--- config.mk ---
export PLATFORM = sky130hd
export DESIGN_NAME = csr_rd_unit
export DESIGN_NICKNAME = d
export VERILOG_FILES = /design/src/hdl/csr_pkg.sv /design/src/hdl/csr_rd_decode.sv /design/src/hdl/csr_cntr_access.sv /design/src/hdl/csr_rd_mux.sv /design/src/hdl/csr_rd_port.sv /design/src/hdl/csr_rd_unit.sv
export SDC_FILE = /design/constraint.sdc
export NUM_CORES = 1
export LEC_CHECK = 0
export ABC_AREA = 1
export BUFFER_PORTS_ARGS = -buffer_cell sky130_fd_sc_hd__buf_4
export CORE_AREA = 2 2 241 243
export CTS_CLUSTER_SIZE = 14
export DETAILED_ROUTE_END_ITERATION = 10
export DIE_AREA = 0 0 243 245
export GPL_TIMING_DRIVEN = 0
export PLACE_DENSITY = 0.45
export SLEW_MARGIN = 15
export SYNTH_ARGS = -nofsm -noshare
export SYNTH_HDL_FRONTEND = slang
export SYNTH_SLANG_ARGS = --single-unit
--- constraint.sdc ---
create_clock -name clk -period 2.75 [get_ports clk]
set_input_delay 0 -clock clk [delete_from_list [all_inputs] [get_ports clk]]
set_output_delay 0 -clock clk [all_outputs]
set_load 0.02 [all_outputs]
--- src/hdl/csr_pkg.sv ---
package csr_pkg;

   // ----------------------------------------------------------
   // widths and privilege modes
   // ----------------------------------------------------------
   localparam int RSZ    = 32;
   localparam int CSR_AW = 12;

   // privilege level as seen by the CSR read path
   typedef logic [1:0] mode_t;

   localparam mode_t U_MODE = 2'd0;
   localparam mode_t S_MODE = 2'd1;
   localparam mode_t M_MODE = 2'd3;

   // counter view of an address: page selects lo/hi shadow block,
   // index selects the mcounteren bit
   typedef struct packed {
      logic [6:0] page;
      logic [4:0] idx;
   } cntr_addr_t;

   typedef union packed {
      logic [CSR_AW-1:0] raw;
      cntr_addr_t        cntr;
   } csr_addr_u;

   // pages of the user counter shadows, 12'hC00 and 12'hC80
   localparam logic [6:0] CNTR_PAGE_LO = 7'h60;
   localparam logic [6:0] CNTR_PAGE_HI = 7'h64;

   // ----------------------------------------------------------
   // CSR addresses
   // ----------------------------------------------------------
   // machine trap setup and handling
   localparam logic [CSR_AW-1:0] CSR_MSTATUS       = 12'h300;
   localparam logic [CSR_AW-1:0] CSR_MISA          = 12'h301;
   localparam logic [CSR_AW-1:0] CSR_MTVEC         = 12'h305;
   localparam logic [CSR_AW-1:0] CSR_MCOUNTEREN    = 12'h306;
   localparam logic [CSR_AW-1:0] CSR_MCOUNTINHIBIT = 12'h320;
   localparam logic [CSR_AW-1:0] CSR_MSCRATCH      = 12'h340;
   localparam logic [CSR_AW-1:0] CSR_MEPC          = 12'h341;
   localparam logic [CSR_AW-1:0] CSR_MCAUSE        = 12'h342;
   localparam logic [CSR_AW-1:0] CSR_MTVAL         = 12'h343;
   // machine counters, 32-bit halves
   localparam logic [CSR_AW-1:0] CSR_MCYCLE        = 12'hB00;
   localparam logic [CSR_AW-1:0] CSR_MINSTRET      = 12'hB02;
   localparam logic [CSR_AW-1:0] CSR_MCYCLEH       = 12'hB80;
   localparam logic [CSR_AW-1:0] CSR_MINSTRETH     = 12'hB82;
   // user read-only shadows
   localparam logic [CSR_AW-1:0] CSR_CYCLE         = 12'hC00;
   localparam logic [CSR_AW-1:0] CSR_TIME          = 12'hC01;
   localparam logic [CSR_AW-1:0] CSR_INSTRET       = 12'hC02;
   localparam logic [CSR_AW-1:0] CSR_CYCLEH        = 12'hC80;
   localparam logic [CSR_AW-1:0] CSR_TIMEH         = 12'hC81;
   localparam logic [CSR_AW-1:0] CSR_INSTRETH      = 12'hC82;
   // machine information, read only
   localparam logic [CSR_AW-1:0] CSR_MVENDORID     = 12'hF11;
   localparam logic [CSR_AW-1:0] CSR_MARCHID       = 12'hF12;
   localparam logic [CSR_AW-1:0] CSR_MIMPID        = 12'hF13;
   localparam logic [CSR_AW-1:0] CSR_MHARTID       = 12'hF14;

   // ----------------------------------------------------------
   // read data source select
   // ----------------------------------------------------------
   typedef enum logic [4:0] {
      SEL_NONE, SEL_MSTATUS, SEL_MISA, SEL_MTVEC, SEL_MCOUNTEREN,
      SEL_MCOUNTINHIBIT, SEL_MSCRATCH, SEL_MEPC, SEL_MCAUSE, SEL_MTVAL,
      SEL_CYCLE_LO, SEL_CYCLE_HI, SEL_INSTRET_LO, SEL_INSTRET_HI,
      SEL_TIME_LO, SEL_TIME_HI, SEL_VENDOR, SEL_ARCH, SEL_IMP, SEL_HART
   } csr_sel_e;

endpackage

--- src/hdl/csr_rd_decode.sv ---
`timescale 1ns/1ns

module csr_rd_decode
(
   input  csr_pkg::csr_addr_u addr,
   output csr_pkg::csr_sel_e  sel,
   output logic               is_cntr_shadow
);
   import csr_pkg::*;

   always_comb
   begin
      // unknown and dropped CSRs fall through to no source
      sel = SEL_NONE;

      case (addr.raw)
         // ----------------------------------------------------------
         // machine trap setup and handling
         // ----------------------------------------------------------
         CSR_MSTATUS:       sel = SEL_MSTATUS;
         CSR_MISA:          sel = SEL_MISA;
         CSR_MTVEC:         sel = SEL_MTVEC;
         CSR_MCOUNTEREN:    sel = SEL_MCOUNTEREN;
         CSR_MCOUNTINHIBIT: sel = SEL_MCOUNTINHIBIT;
         CSR_MSCRATCH:      sel = SEL_MSCRATCH;
         CSR_MEPC:          sel = SEL_MEPC;
         CSR_MCAUSE:        sel = SEL_MCAUSE;
         CSR_MTVAL:         sel = SEL_MTVAL;

         // ----------------------------------------------------------
         // machine counters
         // ----------------------------------------------------------
         CSR_MCYCLE:        sel = SEL_CYCLE_LO;
         CSR_MCYCLEH:       sel = SEL_CYCLE_HI;
         CSR_MINSTRET:      sel = SEL_INSTRET_LO;
         CSR_MINSTRETH:     sel = SEL_INSTRET_HI;

         // ----------------------------------------------------------
         // user shadows, same sources as the machine counters
         // ----------------------------------------------------------
         CSR_CYCLE:         sel = SEL_CYCLE_LO;
         CSR_CYCLEH:        sel = SEL_CYCLE_HI;
         CSR_TIME:          sel = SEL_TIME_LO;
         CSR_TIMEH:         sel = SEL_TIME_HI;
         CSR_INSTRET:       sel = SEL_INSTRET_LO;
         CSR_INSTRETH:      sel = SEL_INSTRET_HI;

         // information registers
         CSR_MVENDORID:     sel = SEL_VENDOR;
         CSR_MARCHID:       sel = SEL_ARCH;
         CSR_MIMPID:        sel = SEL_IMP;
         CSR_MHARTID:       sel = SEL_HART;

         default:           sel = SEL_NONE;
      endcase

      // shadow flag comes from the page/index view, not the case above
      // only cycle, time and instret (index 0..2) are kept; hpm shadows dropped
      is_cntr_shadow = ((addr.cntr.page == CNTR_PAGE_LO) ||
                        (addr.cntr.page == CNTR_PAGE_HI)) &&
                       (addr.cntr.idx <= 5'd2);

      // both decodes must agree on which addresses are shadows
      if (is_cntr_shadow)
      begin
         assert (sel != SEL_NONE)
            else $error("csr_rd_decode: shadow address %h has no source", addr.raw);
      end
   end

endmodule

--- src/hdl/csr_cntr_access.sv ---
`timescale 1ns/1ns

module csr_cntr_access
(
   input  csr_pkg::csr_addr_u       addr,
   input  csr_pkg::mode_t           mode,
   input  logic [csr_pkg::RSZ-1:0]  mcounteren,
   output logic                     cntr_ok
);
   import csr_pkg::*;

   // enable bit for this counter
   logic en_bit;

   // index field picks cycle (0), time (1) or instret (2)
   assign en_bit = mcounteren[addr.cntr.idx];

   always_comb
   begin
      case (mode)
         // machine mode always reads its counters
         M_MODE:
            cntr_ok = 1'b1;
         // no S-mode CSRs here, so S and U both go through mcounteren
         S_MODE:
            cntr_ok = en_bit;
         U_MODE:
            cntr_ok = en_bit;
         // reserved mode value 2
         default:
            cntr_ok = 1'b0;
      endcase
   end

endmodule

--- src/hdl/csr_rd_mux.sv ---
`timescale 1ns/1ns

module csr_rd_mux
#(
   parameter bit                      IALIGN16 = 1'b0,
   parameter logic [csr_pkg::RSZ-1:0] HART_ID  = '0
)
(
   input  csr_pkg::csr_sel_e           sel,
   input  logic                        is_cntr_shadow,
   input  logic                        cntr_ok,
   input  logic [csr_pkg::RSZ-1:0]     mstatus,
   input  logic [csr_pkg::RSZ-1:0]     misa,
   input  logic [csr_pkg::RSZ-1:0]     mtvec,
   input  logic [csr_pkg::RSZ-1:0]     mcounteren,
   input  logic [csr_pkg::RSZ-1:0]     mcountinhibit,
   input  logic [csr_pkg::RSZ-1:0]     mscratch,
   input  logic [csr_pkg::RSZ-1:0]     mepc,
   input  logic [csr_pkg::RSZ-1:0]     mcause,
   input  logic [csr_pkg::RSZ-1:0]     mtval,
   input  logic [csr_pkg::RSZ-1:0]     mvendorid,
   input  logic [csr_pkg::RSZ-1:0]     marchid,
   input  logic [csr_pkg::RSZ-1:0]     mimpid,
   input  logic [2*csr_pkg::RSZ-1:0]   mcycle,
   input  logic [2*csr_pkg::RSZ-1:0]   minstret,
   input  logic [2*csr_pkg::RSZ-1:0]   mtime,
   output logic [csr_pkg::RSZ-1:0]     data,
   output logic                        exists
);
   import csr_pkg::*;

   // mepc alignment: bit 0 always clear, bit 1 also clear without 16-bit instructions
   localparam logic [RSZ-1:0] EPC_MASK = IALIGN16 ? {{(RSZ-1){1'b1}}, 1'b0}
                                                  : {{(RSZ-2){1'b1}}, 2'b00};

   // selected value before the availability gate
   logic [RSZ-1:0] src;

   // ----------------------------------------------------------
   // source select
   // ----------------------------------------------------------
   always_comb
   begin
      case (sel)
         SEL_MSTATUS:       src = mstatus;
         SEL_MISA:          src = misa;
         SEL_MTVEC:         src = mtvec;
         SEL_MCOUNTEREN:    src = mcounteren;
         SEL_MCOUNTINHIBIT: src = mcountinhibit;
         SEL_MSCRATCH:      src = mscratch;
         SEL_MEPC:          src = mepc & EPC_MASK;
         SEL_MCAUSE:        src = mcause;
         SEL_MTVAL:         src = mtval;
         // 64-bit counters split into halves
         SEL_CYCLE_LO:      src = mcycle[RSZ-1:0];
         SEL_CYCLE_HI:      src = mcycle[2*RSZ-1:RSZ];
         SEL_INSTRET_LO:    src = minstret[RSZ-1:0];
         SEL_INSTRET_HI:    src = minstret[2*RSZ-1:RSZ];
         SEL_TIME_LO:       src = mtime[RSZ-1:0];
         SEL_TIME_HI:       src = mtime[2*RSZ-1:RSZ];
         // id registers
         SEL_VENDOR:        src = mvendorid;
         SEL_ARCH:          src = marchid;
         SEL_IMP:           src = mimpid;
         SEL_HART:          src = HART_ID;
         default:           src = '0;
      endcase
   end

   // ----------------------------------------------------------
   // availability and output gate
   // ----------------------------------------------------------
   // a shadow exists only when the privilege check passes
   assign exists = (sel != SEL_NONE) && (!is_cntr_shadow || cntr_ok);

   // denied reads return zero, high halves included
   assign data = exists ? src : '0;

endmodule

--- src/hdl/csr_rd_port.sv ---
`timescale 1ns/1ns

module csr_rd_port
(
   input  logic                       clk,
   input  logic                       rst,
   input  logic                       req,
   input  csr_pkg::csr_addr_u         addr,
   input  csr_pkg::mode_t             mode,
   input  logic [csr_pkg::RSZ-1:0]    rd_data_next,
   input  logic                       rd_avail_next,
   output logic                       ack,
   output csr_pkg::csr_addr_u         lat_addr,
   output csr_pkg::mode_t             lat_mode,
   output logic [csr_pkg::RSZ-1:0]    rd_data,
   output logic                       rd_avail
);
   import csr_pkg::*;

   // IDLE waits for req, LOOKUP lets the decode path settle, HOLD keeps ack up
   typedef enum logic [1:0] {IDLE, LOOKUP, HOLD} state_e;

   state_e state;
   logic   start;

   // new request accepted only with ack already low
   assign start = (state == IDLE) && req && !ack;

   // ----------------------------------------------------------
   // sequencer and ack side of the handshake
   // ----------------------------------------------------------
   always_ff @(posedge clk)
   begin
      if (rst)
      begin
         state    <= IDLE;
         ack      <= 1'b0;
         rd_avail <= 1'b0;
         rd_data  <= '0;
      end
      else
      begin
         case (state)
            IDLE:
            begin
               if (start)
                  state <= LOOKUP;
            end
            // result of the latched request is ready, capture and ack
            LOOKUP:
            begin
               rd_data  <= rd_data_next;
               rd_avail <= rd_avail_next;
               ack      <= 1'b1;
               state    <= HOLD;
            end
            // holding req stalls here with the result frozen
            HOLD:
            begin
               if (!req)
               begin
                  ack   <= 1'b0;
                  state <= IDLE;
               end
            end
            default:
               state <= IDLE;
         endcase
      end
   end

   // request latch, address and mode only
   always_ff @(posedge clk)
   begin
      if (start)
      begin
         lat_addr <= addr;
         lat_mode <= mode;
      end
   end

   // ----------------------------------------------------------
   // protocol checks
   // ----------------------------------------------------------
   // ack only answers a request that was seen
   a_ack_after_req: assert property (@(posedge clk) disable iff (rst)
      $rose(ack) |-> $past(req))
      else $error("csr_rd_port: ack rose without req");

   // the address feeding the lookup cannot move under an ack
   a_addr_stable: assert property (@(posedge clk) disable iff (rst)
      ack |-> $stable(lat_addr.raw))
      else $error("csr_rd_port: lat_addr changed while ack high");

endmodule

--- src/hdl/csr_rd_unit.sv ---
`timescale 1ns/1ns

module csr_rd_unit
#(
   parameter bit                      IALIGN16 = 1'b0,
   parameter logic [csr_pkg::RSZ-1:0] HART_ID  = '0
)
(
   input  logic                       clk,
   input  logic                       rst,
   // four-phase read port
   input  logic                       req,
   output logic                       ack,
   input  csr_pkg::csr_addr_u         addr,
   input  csr_pkg::mode_t             mode,
   output logic [csr_pkg::RSZ-1:0]    rd_data,
   output logic                       rd_avail,
   // CSR contents
   input  logic [csr_pkg::RSZ-1:0]    mstatus,
   input  logic [csr_pkg::RSZ-1:0]    misa,
   input  logic [csr_pkg::RSZ-1:0]    mtvec,
   input  logic [csr_pkg::RSZ-1:0]    mcounteren,
   input  logic [csr_pkg::RSZ-1:0]    mcountinhibit,
   input  logic [csr_pkg::RSZ-1:0]    mscratch,
   input  logic [csr_pkg::RSZ-1:0]    mepc,
   input  logic [csr_pkg::RSZ-1:0]    mcause,
   input  logic [csr_pkg::RSZ-1:0]    mtval,
   input  logic [csr_pkg::RSZ-1:0]    mvendorid,
   input  logic [csr_pkg::RSZ-1:0]    marchid,
   input  logic [csr_pkg::RSZ-1:0]    mimpid,
   input  logic [2*csr_pkg::RSZ-1:0]  mcycle,
   input  logic [2*csr_pkg::RSZ-1:0]  minstret,
   input  logic [2*csr_pkg::RSZ-1:0]  mtime
);
   import csr_pkg::*;

   // latched request
   csr_addr_u      lat_addr;
   mode_t          lat_mode;

   // combinational lookup path
   csr_sel_e       sel;
   logic           is_cntr_shadow;
   logic           cntr_ok;
   logic [RSZ-1:0] rd_data_next;
   logic           rd_avail_next;

   // ----------------------------------------------------------
   // handshake and registered result
   // ----------------------------------------------------------
   csr_rd_port u_port (
      .clk           (clk),
      .rst           (rst),
      .req           (req),
      .addr          (addr),
      .mode          (mode),
      .rd_data_next  (rd_data_next),
      .rd_avail_next (rd_avail_next),
      .ack           (ack),
      .lat_addr      (lat_addr),
      .lat_mode      (lat_mode),
      .rd_data       (rd_data),
      .rd_avail      (rd_avail)
   );

   // ----------------------------------------------------------
   // lookup, zero latency
   // ----------------------------------------------------------
   csr_rd_decode u_decode (
      .addr           (lat_addr),
      .sel            (sel),
      .is_cntr_shadow (is_cntr_shadow)
   );

   csr_cntr_access u_access (
      .addr       (lat_addr),
      .mode       (lat_mode),
      .mcounteren (mcounteren),
      .cntr_ok    (cntr_ok)
   );

   csr_rd_mux #(
      .IALIGN16 (IALIGN16),
      .HART_ID  (HART_ID)
   ) u_mux (
      .sel            (sel),
      .is_cntr_shadow (is_cntr_shadow),
      .cntr_ok        (cntr_ok),
      .mstatus        (mstatus),
      .misa           (misa),
      .mtvec          (mtvec),
      .mcounteren     (mcounteren),
      .mcountinhibit  (mcountinhibit),
      .mscratch       (mscratch),
      .mepc           (mepc),
      .mcause         (mcause),
      .mtval          (mtval),
      .mvendorid      (mvendorid),
      .marchid        (marchid),
      .mimpid         (mimpid),
      .mcycle         (mcycle),
      .minstret       (minstret),
      .mtime          (mtime),
      .data           (rd_data_next),
      .exists         (rd_avail_next)
   );

endmodule

==> results of run 1 <==
==> routing by layer <==
layer	share of wire, %	GRT usage [%]
met5	0.065	0
met4	2.9	7.45
met3	6.6	4.69
met2	49	38.8
met1	42	27.1
==> Yosys cell counts <==
cell type	instances	area, um2
a311oi_1	1	8.76
nor3_1	1	5.00
o31ai_1	1	7.51
edfxtp_1	14	420
buf_2	61	305
nand3b_1	32	240
inv_2	6	22.5
o211ai_1	1	7.51
nor2_2	5	31.3
o21ai_1	3	15.0
nand4_1	166	1040
inv_1	236	886
nor2_4	2	22.5
or2_2	1	6.26
nand3_1	272	1360
dfxtp_1	36	721
nor3_2	1	10.0
buf_1	14	52.6
buf_4	6	45.0
nand2_2	3	18.8
a21oi_1	34	170
a211oi_1	1	7.51
nor2_1	378	1420
clkinv_1	1	3.75
nand2_1	314	1180
o21ai_2	1	8.76
nor4_1	1	6.26
clkbuf_1	34	128
==> sequential cells by signal, summed over array words and instances, names as in the netlist <==
name and flops:
u_port.rd_avail 1, u_port.lat_addr 12, u_port.lat_mode 2, u_port.rd_data 32, u_port.ack 1, u_port.state 2
==> cell usage in the layout (no fill, tap or decap), drive strengths merged <==
| cell type | count |
|---|---|
| a21oi | 34 |
| clkbuf | 50 |
| nor4 | 1 |
| o21ai | 4 |
| nand3b | 32 |
| nand3 | 272 |
| nand4 | 166 |
| nand2 | 317 |
| dfxtp | 36 |
| or2 | 1 |
| diode | 10 |
| clkinvlp | 1 |
| a311oi | 1 |
| a211oi | 1 |
| nor2 | 385 |
| edfxtp | 14 |
| clkinv | 3 |
| nor3 | 2 |
| o211ai | 1 |
| dlygate4sd3 | 15 |
| buf | 706 |
| o31ai | 1 |
| inv | 241 |
==> critical path: stages, from the launching register on <==
cell and delay, ns:
edfxtp_1 0.54, nor2_4 0.26, nand2_1 0.22, nor2_2 0.41, buf_2 0.32, nand3_1 0.10, nand4_1 0.26, nor2_4 0.12
nand3b_1 0.11, nand4_1 0.12, a21oi_1 0.15
==> through the flow <==
stage	power [mW]	instances	setup WS (ns)	hold slack, ns	util [%]
CTS	2.66	3046	-0.105	0.175	24.9
global placement	1.92	3014	-0.594	0.180	24.2
detailed placement	1.93	3015	-0.571	0.180	24.2
global route	2.78	3057	-0.0513	0.203	25.3
finish	2.65	3059	0.0591	0.182	25.3
floorplan	1.07	1626	0.733	0.0989	-
==> power groups by stage <==
stage	Clock, mW	Sequential (mW)	Combinational [mW]
finish	0.692	0.805	1.15
global route	0.740	0.808	1.23
CTS	0.718	0.801	1.14
detailed placement	0	0.818	1.11
global placement	0	0.819	1.10
floorplan	0	0.814	0.252
==> kinds of logic (layout without fill, tap and decap cells) <==
group	count (synthesis)	in the layout	share of synthesized area, %
AO/OA/AOI/OAI	42	42	2.76
buffers and inverters	358	1016	17.7
flip-flops	50	50	14.0
other	0	10	0
AND/OR/NAND/NOR	1176	1176	65.5
==> area by class of cell <==
| cell class | count | area [um2] |
|---|---|---|
| antenna | 10 | 25.0 |
| buffer | 114 | 588 |
| inverter | 243 | 916 |
| clock inverter | 2 | 13.8 |
| tap | 765 | 957 |
| clock buffer | 6 | 130 |
| fill | 6726 | 42600 |
| timing repair buffer | 651 | 4940 |
| sequential | 50 | 1140 |
| multi-input combinational | 1218 | 5720 |
==> how the worst max path moves through the flow <==
stage                                  startpoint                              end  slack (ns)  cells after the start
floorplan            u_port.state[1]$_SDFFE_PP0P_     u_port.lat_addr[0]$_DFFE_PP_        0.73                      2
global placement    u_port.lat_addr[11]$_DFFE_PP_   u_port.rd_data[7]$_SDFFE_PP0P_       -0.59                     11
detailed placement  u_port.lat_addr[11]$_DFFE_PP_  u_port.rd_data[28]$_SDFFE_PP0P_       -0.57                     10
CTS                  u_port.lat_addr[8]$_DFFE_PP_   u_port.rd_data[9]$_SDFFE_PP0P_       -0.11                     11
global route         u_port.lat_addr[4]$_DFFE_PP_  u_port.rd_data[12]$_SDFFE_PP0P_       -0.05                     10
finish               u_port.lat_addr[0]$_DFFE_PP_   u_port.rd_data[8]$_SDFFE_PP0P_        0.06                     10
==> what timing repair did <==
action	4_1_cts	5_1_grt
resized for setup	23	69
setup endpoints to repair	33	33
endpoints found under the hold margin	15	0
setup buffers	8	4
hold buffers	15	0
pin swaps	3	2
==> summary.txt, run 1 <==
Slew @ Worst Pin = 0.971 ns
Root buf cell = clkbuf_16
Placer Congestion = 0.951
First-pass GRT wire length = 95100 um
TritonCTS Sinks = 50
Clock power share = 26.1%
Peak Freq = 0.372 GHz
CTS tree = built
Initial antenna violation count = 14
Share of cells above drive strength 1 = 34.1%
Synth-to-layout area growth = 77.2%
ANT nets after route = 0
Sw Ratio = 33.5%
Arrival time worst endpoint = 2.94 ns
Row cnt = 88
CP endpoint kind = register
Final WL = 69700 um
Status = finished clean
Yosys warning count = 0
MaxCap Viol Count = 0
Clock buffer count from CTS = 5
Seq/Total Area, Yosys = 14.0%
Syn_nets = 2219
Setup crit start kind = register
Final Critical Period = 2.69 ns
Number of synthesized register bits = 50
Power share of the sequential group = 30.4%
Count of different cell masters after synthesis = 28
Setup TNS = 0 ns
Clock transition at path regs = 0.08 ns
VDD IR max = 0.203 mV
Die area = 59500 um2
Area after DPL = 13800 um2
Hold path cells = 6
Crit path max fanout = 10
Hold path start = misa[14]
Number of global-route vias before repair = 13500
DRC = 0
Hold Crit Class = in -> reg
CP Class = reg -> reg
Crit Reg-Reg Endpoint = u_port.rd_data[8]$_SDFFE_PP0P_
Largest net degree at the start of global routing = 16
Die H = 245 um
Cell area after layout = 14400 um2
Detail Placement HPWL = 59600 um
Initial Util = 14.3%
Tot GR Track Use = 22.3%
Req. time, crit path = 3.00 ns
Power Density = 184 nW/um2
Max-slew headroom at the worst pin = 35.2%
Pre-Repair DR Iteration Count = 6
Mapped cell area = 8150 um2
Tcrit/Tclk final = 97.9%
Power Internal = 1.76 mW
Critical R2R Launch = u_port.lat_addr[0]$_DFFE_PP_
Combinational power share = 43.5%
Syn_area_per_cell = 5.01 um2
CTS H-tree depth = 2
Die Span X = 243 um
Final-report setup violation count = 0
Leakage = 7.84 nW
Hold Path Sink = u_port.rd_data[14]$_SDFFE_PP0P_
Final Max Tran Viols = 0
Unrepaired setup endpoints after global routing = yes
Congestion Overflow GR = 0
Clk buf depth = 2
Vias = 13600
Clock Latency Late Sink = 0.32 ns
Final hold violation count = 0
P_sw = 0.887 mW
Max Clock Skew = 0.0101 ns
Number of port buffers = 623
FF-to-FF setup slack = 0.06 ns
Final net count = 2876
DR vias/cell = 4.43
Reg2Reg Depth = 10
DRT iter0 DRCs = 979
WL/cell = 22.8 um
# IOs = 627
Cell count after synthesis = 1626
CORE AREA = 57000 um2
Power figures use the tool's default switching activity.
==> run 2: changes to the inputs <==
Settings changed: BUFFER_PORTS_ARGS -buffer_cell sky130_fd_sc_hd__buf_4 to not set, CORE_AREA 2 2 241 243 to 2 2 247 249, DIE_AREA 0 0 243 245 to 0 0 249 251, DONT_BUFFER_PORTS set to 1, PLACE_DENSITY 0.45 to 0.35.
==> run 2 against run 1 <==
- die area increased by 5.0%
- wire length is 7.1% lower
- critical endpoint is now u_port.rd_data[7]$_SDFFE_PP0P_
- sequential power is essentially flat
==> summary.txt, run 2 (synthesis gave the netlist of run 1 again) <==
Sw Ratio = 35.2% (+1.8 points)
Congestion Overflow GR = 0 (unchanged)
First-pass GRT wire length = 87000 um (-8.5%)
Placer Congestion = 0.961 (+1.0%)
P_sw = 0.681 mW (-23%)
Combinational power share = 24.9% (-19 points)
WL/cell = 26.3 um (+15%)
Worst path cell trace = nand2_2 > inv_1 > nand2_1 > inv_1 > buf_4 > buf_6 > buf_2 > nand3_1 > nand4_1 > nor2_1 > nand3b_1 > nand4_1 > a21oi_1
Final-report setup violation count = 0 (unchanged)
Clk buf depth = 2 (unchanged)
Slew @ Worst Pin = 0.839 ns (-0.133 ns)
Clock Latency Late Sink = 0.32 ns (about the same)
DRC = 0 (unchanged)
Number of global-route vias before repair = 11200 (-17%)
Power share of the sequential group = 41.7% (+11 points)
Synth-to-layout area growth = 23.7%
Clock buffer count from CTS = 5 (unchanged)
Die Span X = 249 um (+2.5%)
Crit path max fanout = 10 (unchanged)
Final net count = 2268 (-21%)
Largest net degree at the start of global routing = 15 (-1)
Share of cells above drive strength 1 = 10.7% (-23 points)
ANT nets after route = 0 (unchanged)
CORE AREA = 59800 um2 (+4.8%)
Initial Util = 13.6% (-0.66 points)
Peak Freq = 0.376 GHz (+1.1%)
Power Density = 192 nW/um2 (+4.4%)
Status = finished clean
Biggest regs = u_port.rd_data (32), u_port.lat_addr (12)
Clock power share = 33.4% (+7.3 points)
Row cnt = 90 (+2.3%)
Die H = 251 um (+2.4%)
Number of port buffers = 0 (-100%)
PnR Total Power = 1.93 mW (-27%)
VDD IR max = 0.208 mV (+2.5%)
Detail Placement HPWL = 55700 um (-6.5%)
Power Internal = 1.25 mW (-29%)
Final Max Tran Viols = 0 (unchanged)
Final Critical Period = 2.66 ns (-0.0288 ns)
Cell area after layout = 10100 um2 (-30%)
# IOs = 627 (unchanged)
DR vias/cell = 4.60 (+3.8%)
Arrival time worst endpoint = 2.83 ns (-0.11 ns)
Largest register by flop count = u_port.rd_data
Initial antenna violation count = 14 (unchanged)
Final WL = 64800 um (-7.1%)
Req. time, crit path = 2.92 ns (-0.08 ns)
Pre-Repair DR Iteration Count = 6 (unchanged)
Tot GR Track Use = 20.0% (-2.3 points)
Unrepaired setup endpoints after global routing = yes
Clock transition at path regs = 0.07 ns (about the same)
Die area = 62500 um2 (+5.0%)
Max-slew headroom at the worst pin = 44.1% (+8.8 points)
Setup crit start kind = register
Max Clock Skew = 0.0117 ns (+0.00153 ns)
Most common cell after layout, fill and taps aside = nor2_1
Leakage = 4.95 nW (-37%)
Tcrit/Tclk final = 96.8% (-1.0 points)
DRT iter0 DRCs = 952 (-2.8%)
Area after DPL = 9190 um2 (-33%)
Hold Crit Class = in -> reg
CTS H-tree depth = 2 (unchanged)
Most frequent cells in the layout = 363 x nor2_1, 309 x nand2_1, 267 x nand3_1
TritonCTS Sinks = 50 (unchanged)
CTS tree = built
Max incr delay on CP = 0.44 ns (-0.10 ns)
CP Class = reg -> reg
Final hold violation count = 0 (unchanged)
MaxCap Viol Count = 0 (unchanged)
Setup TNS = 0 ns (unchanged)
Vias = 11300 (-16%)
CP endpoint kind = register
Slowest stage cell, crit path = edfxtp_1
Root buf cell = clkbuf_16
Max FFs per register = 32 (unchanged)
[run 2: changes by cell type in the layout (fill, tap and decap cells not counted), sizes merged]
cell	change
clkbuf	+2
diode	-4
buf	-610
clkinvlp	+2
inv	-2
[run 2: power by group through the flow]
stage / clock network (mW) / registers, mW / logic, mW
2_1_floorplan: 0 / 0.814 / 0.252
3_5_place_dp: 0 / 0.822 / 0.411
3_3_place_gp: 0 / 0.823 / 0.405
5_1_grt: 0.708 / 0.808 / 0.530
6_report: 0.646 / 0.806 / 0.482
4_1_cts: 0.686 / 0.808 / 0.451
[run 2: cell type report]
class / instances / area [um2]
Fill cell: 7127 / 49700
Multi-Input combinational cell: 1218 / 5760
Sequential cell: 50 / 1140
Tap cell: 782 / 978
Inverter: 243 / 930
Buffer: 114 / 678
Timing Repair Buffer: 43 / 438
Clock buffer: 6 / 129
Antenna cell: 6 / 15.0
Clock inverter: 2 / 8.76
[run 2: metal layers]
metal	global-route usage, %	part of all wire (%)	up-vias
met5	0	0.12	-
met3	5.19	7.8	78
li1	-	-	5350
met1	24.6	42	5277
met2	34.4	48	624
met4	5.35	2.7	12
[run 2: per-stage QoR]
step                hold WS [ns]  instances  util [%]  setup WS (ns)
floorplan                 0.0989       1626         -          0.733
global placement          0.0990       2408      15.3         -0.992
finish                     0.114       2464      16.9         0.0879
global route               0.138       2459      16.8        -0.0271
detailed placement        0.0990       2412      15.4          -1.01
CTS                       0.0943       2442      16.3         -0.107
[run 2: path summary, 6_finish.rpt]
path | from | endpoint | slack (ns) | cells past startpoint
setup / recovery | u_port.lat_addr[9]$_DFFE_PP_ | u_port.rd_data[7]$_SDFFE_PP0P_ | 0.09 | 13
setup reg to reg | u_port.lat_addr[9]$_DFFE_PP_ | u_port.rd_data[7]$_SDFFE_PP0P_ | 0.09 | 13
hold reg to reg | u_port.state[1]$_SDFFE_PP0P_ | u_port.ack$_SDFFE_PP0P_ | 0.52 | 1
hold / removal | misa[12] | u_port.rd_data[12]$_SDFFE_PP0P_ | 0.11 | 5
[run 2: timing repair]
item | 4_1_cts | 5_1_grt
pin swaps | 6 | 14
setup endpoints to repair | 33 | 31
setup buffers | 7 | 17
hold buffers | 15 | 0
endpoints found under the hold margin | 17 | 0
resized for setup | 68 | 61
[run 2: critical path, delay by kind of cell (launching register included)]
kind	cells	cell delay [ns]
buffers and inverters	5	0.75
AOI/OAI and AO/OA	1	0.07
and+or+nand+nor	7	1.24
DFF	1	0.44
==> run 3: changes to the inputs <==
Settings changed: GPL_TIMING_DRIVEN 0 to 1.
==> run 3 against run 2 <==
- clock-buffer cell count grew 1
- combinational power is 14% lower
- maximum frequency up 3.0%
- sequential share of layout area rose by 0.29 points
- via count decreased by 4.7%
- register-to-register slack improved by 0.08 ns
- first-iteration DRC count is 0.63% lower
- utilization fell by 0.42 points
- worst setup slack improved by 0.078 ns
==> summary.txt, run 3 (synthesis gave the netlist of run 1 again) <==
Worst setup path end = u_port.rd_data[1]$_SDFFE_PP0P_
VDD IR max = 0.276 mV (+33%)
Row cnt = 90 (unchanged)
Req. time, crit path = 3.01 ns (+0.09 ns)
Worst path cell trace = nor2_2 > nand2_1 > nor2_4 > buf_4 > nand2_1 > nand2_1 > nor2_1 > nand2_1 > nor2_1 > nand2_2 > buf_12 > nand4_1 > a21oi_1
CTS H-tree depth = 2 (unchanged)
Placer Congestion = 0.925 (-3.8%)
Crit path max fanout = 33 (+23)
Largest register by flop count = u_port.rd_data
Tot GR Track Use = 17.5% (-2.5 points)
Power Density = 208 nW/um2 (+8.4%)
Non-Filler Instances = 2397 (-2.7%)
Die H = 251 um (unchanged)
Clk buf depth = 2 (unchanged)
Max-slew headroom at the worst pin = 47.0% (+3.0 points)
CP Class = reg -> reg
DR vias/cell = 4.51 (-2.0%)
Root buf cell = clkbuf_16
Initial antenna violation count = 12 (-2)
Max Clock Skew = 0.00889 ns (-0.00277 ns)
Largest net degree at the start of global routing = 101 (+86)
Most frequent cells in the layout = 371 x nor2_1, 313 x nand2_1, 271 x nand3_1
First-pass GRT wire length = 77500 um (-11%)
Worst Setup SP = u_port.lat_addr[3]$_DFFE_PP_
Clock buffer count from CTS = 5 (unchanged)
MaxCap Viol Count = 0 (unchanged)
DRC = 0 (unchanged)
Setup TNS = 0 ns (unchanged)
PnR Total Power = 2.04 mW (+5.7%)
Initial Util = 13.6% (unchanged)
Leakage = 4.71 nW (-4.9%)
Critical R2R Launch = u_port.lat_addr[3]$_DFFE_PP_
ANT nets after route = 0 (unchanged)
Synth-to-layout area growth = 20.6%
DRT iter0 DRCs = 946 (-0.63%)
Detail Placement HPWL = 47100 um (-16%)
CORE AREA = 59800 um2 (unchanged)
Max FFs per register = 32 (unchanged)
# IOs = 627 (unchanged)
Final WL = 57100 um (-12%)
Clock transition at path regs = 0.08 ns (about the same)
Die area = 62500 um2 (unchanged)
Congestion Overflow GR = 0 (unchanged)
Final Critical Period = 2.58 ns (-0.0781 ns)
Setup crit start kind = register
Unrepaired setup endpoints after global routing = yes
Inst Count DP = 2356 (-2.3%)
Arrival time worst endpoint = 2.85 ns (+0.02 ns)
Final Hold Slack = 0.0813 ns (-0.0326 ns)
Post-cts resize count = 0 (-100%)
WL/cell = 23.8 um (-9.5%)
Reg2Reg Depth = 13 (unchanged)
Crit Reg-Reg Endpoint = u_port.rd_data[1]$_SDFFE_PP0P_
Final Max Tran Viols = 0 (unchanged)
Die Span X = 249 um (unchanged)
Slowest stage cell, crit path = edfxtp_1
Tcrit/Tclk final = 94.0% (-2.8 points)
Biggest regs = u_port.rd_data (32), u_port.lat_addr (12)
Area after DPL = 9390 um2 (+2.2%)
CTS tree = built
CP endpoint kind = register
Cell area after layout = 9820 um2 (-2.5%)
Worst path most repeated cell = nand2_1
TritonCTS Sinks = 50 (unchanged)
Clock Latency Late Sink = 0.33 ns (about the same)
Vias = 10800 (-4.7%)
Share of cells above drive strength 1 = 6.80% (-3.9 points)
Final-report setup violation count = 0 (unchanged)
Peak Freq = 0.387 GHz (+3.0%)
Max incr delay on CP = 0.50 ns (+0.06 ns)
Final net count = 2196 (-3.2%)
Status = finished clean
Pre-Repair DR Iteration Count = 5 (-1)
Final hold violation count = 0 (unchanged)
FF-to-FF setup slack = 0.17 ns (+0.08 ns)
Most common cell after layout, fill and taps aside = nor2_1
Number of port buffers = 0 (unchanged)
Hold Crit Class = in -> reg
Number of global-route vias before repair = 10900 (-3.1%)
Slew @ Worst Pin = 0.794 ns (-0.0446 ns)
==> run 3: cell types whose count changed in the layout (fill, tap and decap cells not counted), sizes merged <==
cell	change
dlygate4sd3	+2
buf	-28
inv	+4
clkbuf	-45
diode	+5
clkinvlp	-3
clkinv	-3
bufinv	+1
==> run 3: worst min-delay path by stage <==
stage	startpoint	endpoint	slack, ns	cells past startpoint
after floorplan	addr[0]	u_port.lat_addr[0]$_DFFE_PP_	0.1	0
after global placement	rst	u_port.rd_data[31]$_SDFFE_PP0P_	0.08	1
after detailed placement	rst	u_port.rd_data[4]$_SDFFE_PP0P_	0.08	1
after CTS	misa[26]	u_port.rd_data[26]$_SDFFE_PP0P_	0.07	5
after global routing	misa[26]	u_port.rd_data[26]$_SDFFE_PP0P_	0.09	5
final	misa[26]	u_port.rd_data[26]$_SDFFE_PP0P_	0.08	5
==> run 3: worst max-delay path: cells and delay by family, from the launching register on <==
kind	cells	cell delay [ns]
buffers and inverters	2	0.50
AO/OA/AOI/OAI	1	0.15
AND/OR/NAND/NOR	10	1.29
flip-flops	1	0.50
==> run 3: layout make-up <==
| class | count | area, um2 |
|---|---|---|
| antenna | 11 | 27.5 |
| sequential | 50 | 1140 |
| clock buffer | 7 | 143 |
| fill | 7102 | 50000 |
| clock inverter | 1 | 30.0 |
| timing repair buffer | 85 | 906 |
| inverter | 243 | 920 |
| multi-input combinational | 1218 | 5680 |
| tap | 782 | 978 |
==> run 3: report_power, final <==
part	leakage, nW	internal, mW	switching, mW	total [mW]
Clock	0.0842	0.458	0.362	0.820
Sequential	0.424	0.781	0.0256	0.807
Combinational	4.20	0.122	0.294	0.415
Total	4.71	1.36	0.681	2.04
==> run 3: per-stage QoR <==
stage	util, %	worst slack [ns]
6_report	16.4	0.166
5_1_grt	16.4	-0.0195
4_1_cts	16.3	0.0665
3_5_place_dp	15.7	0.0874
3_3_place_gp	15.7	0.119
2_1_floorplan	-	0.733
==> run 3: repair_timing <==
action | CTS | global route
hold buffers | 18 | 0
setup buffers | 0 | 4
hold endpoints to repair | 50 | 0
endpoints found under the setup margin | 0 | 12
==> run 3: metal layers <==
layer,GRT usage (%),vias up,wire [um]
li1,-,5208,-
met3,4.40,74,4270
met1,20.9,4963,23700
met5,0,-,0
met2,29.4,567,26600
met4,8.12,0,2550
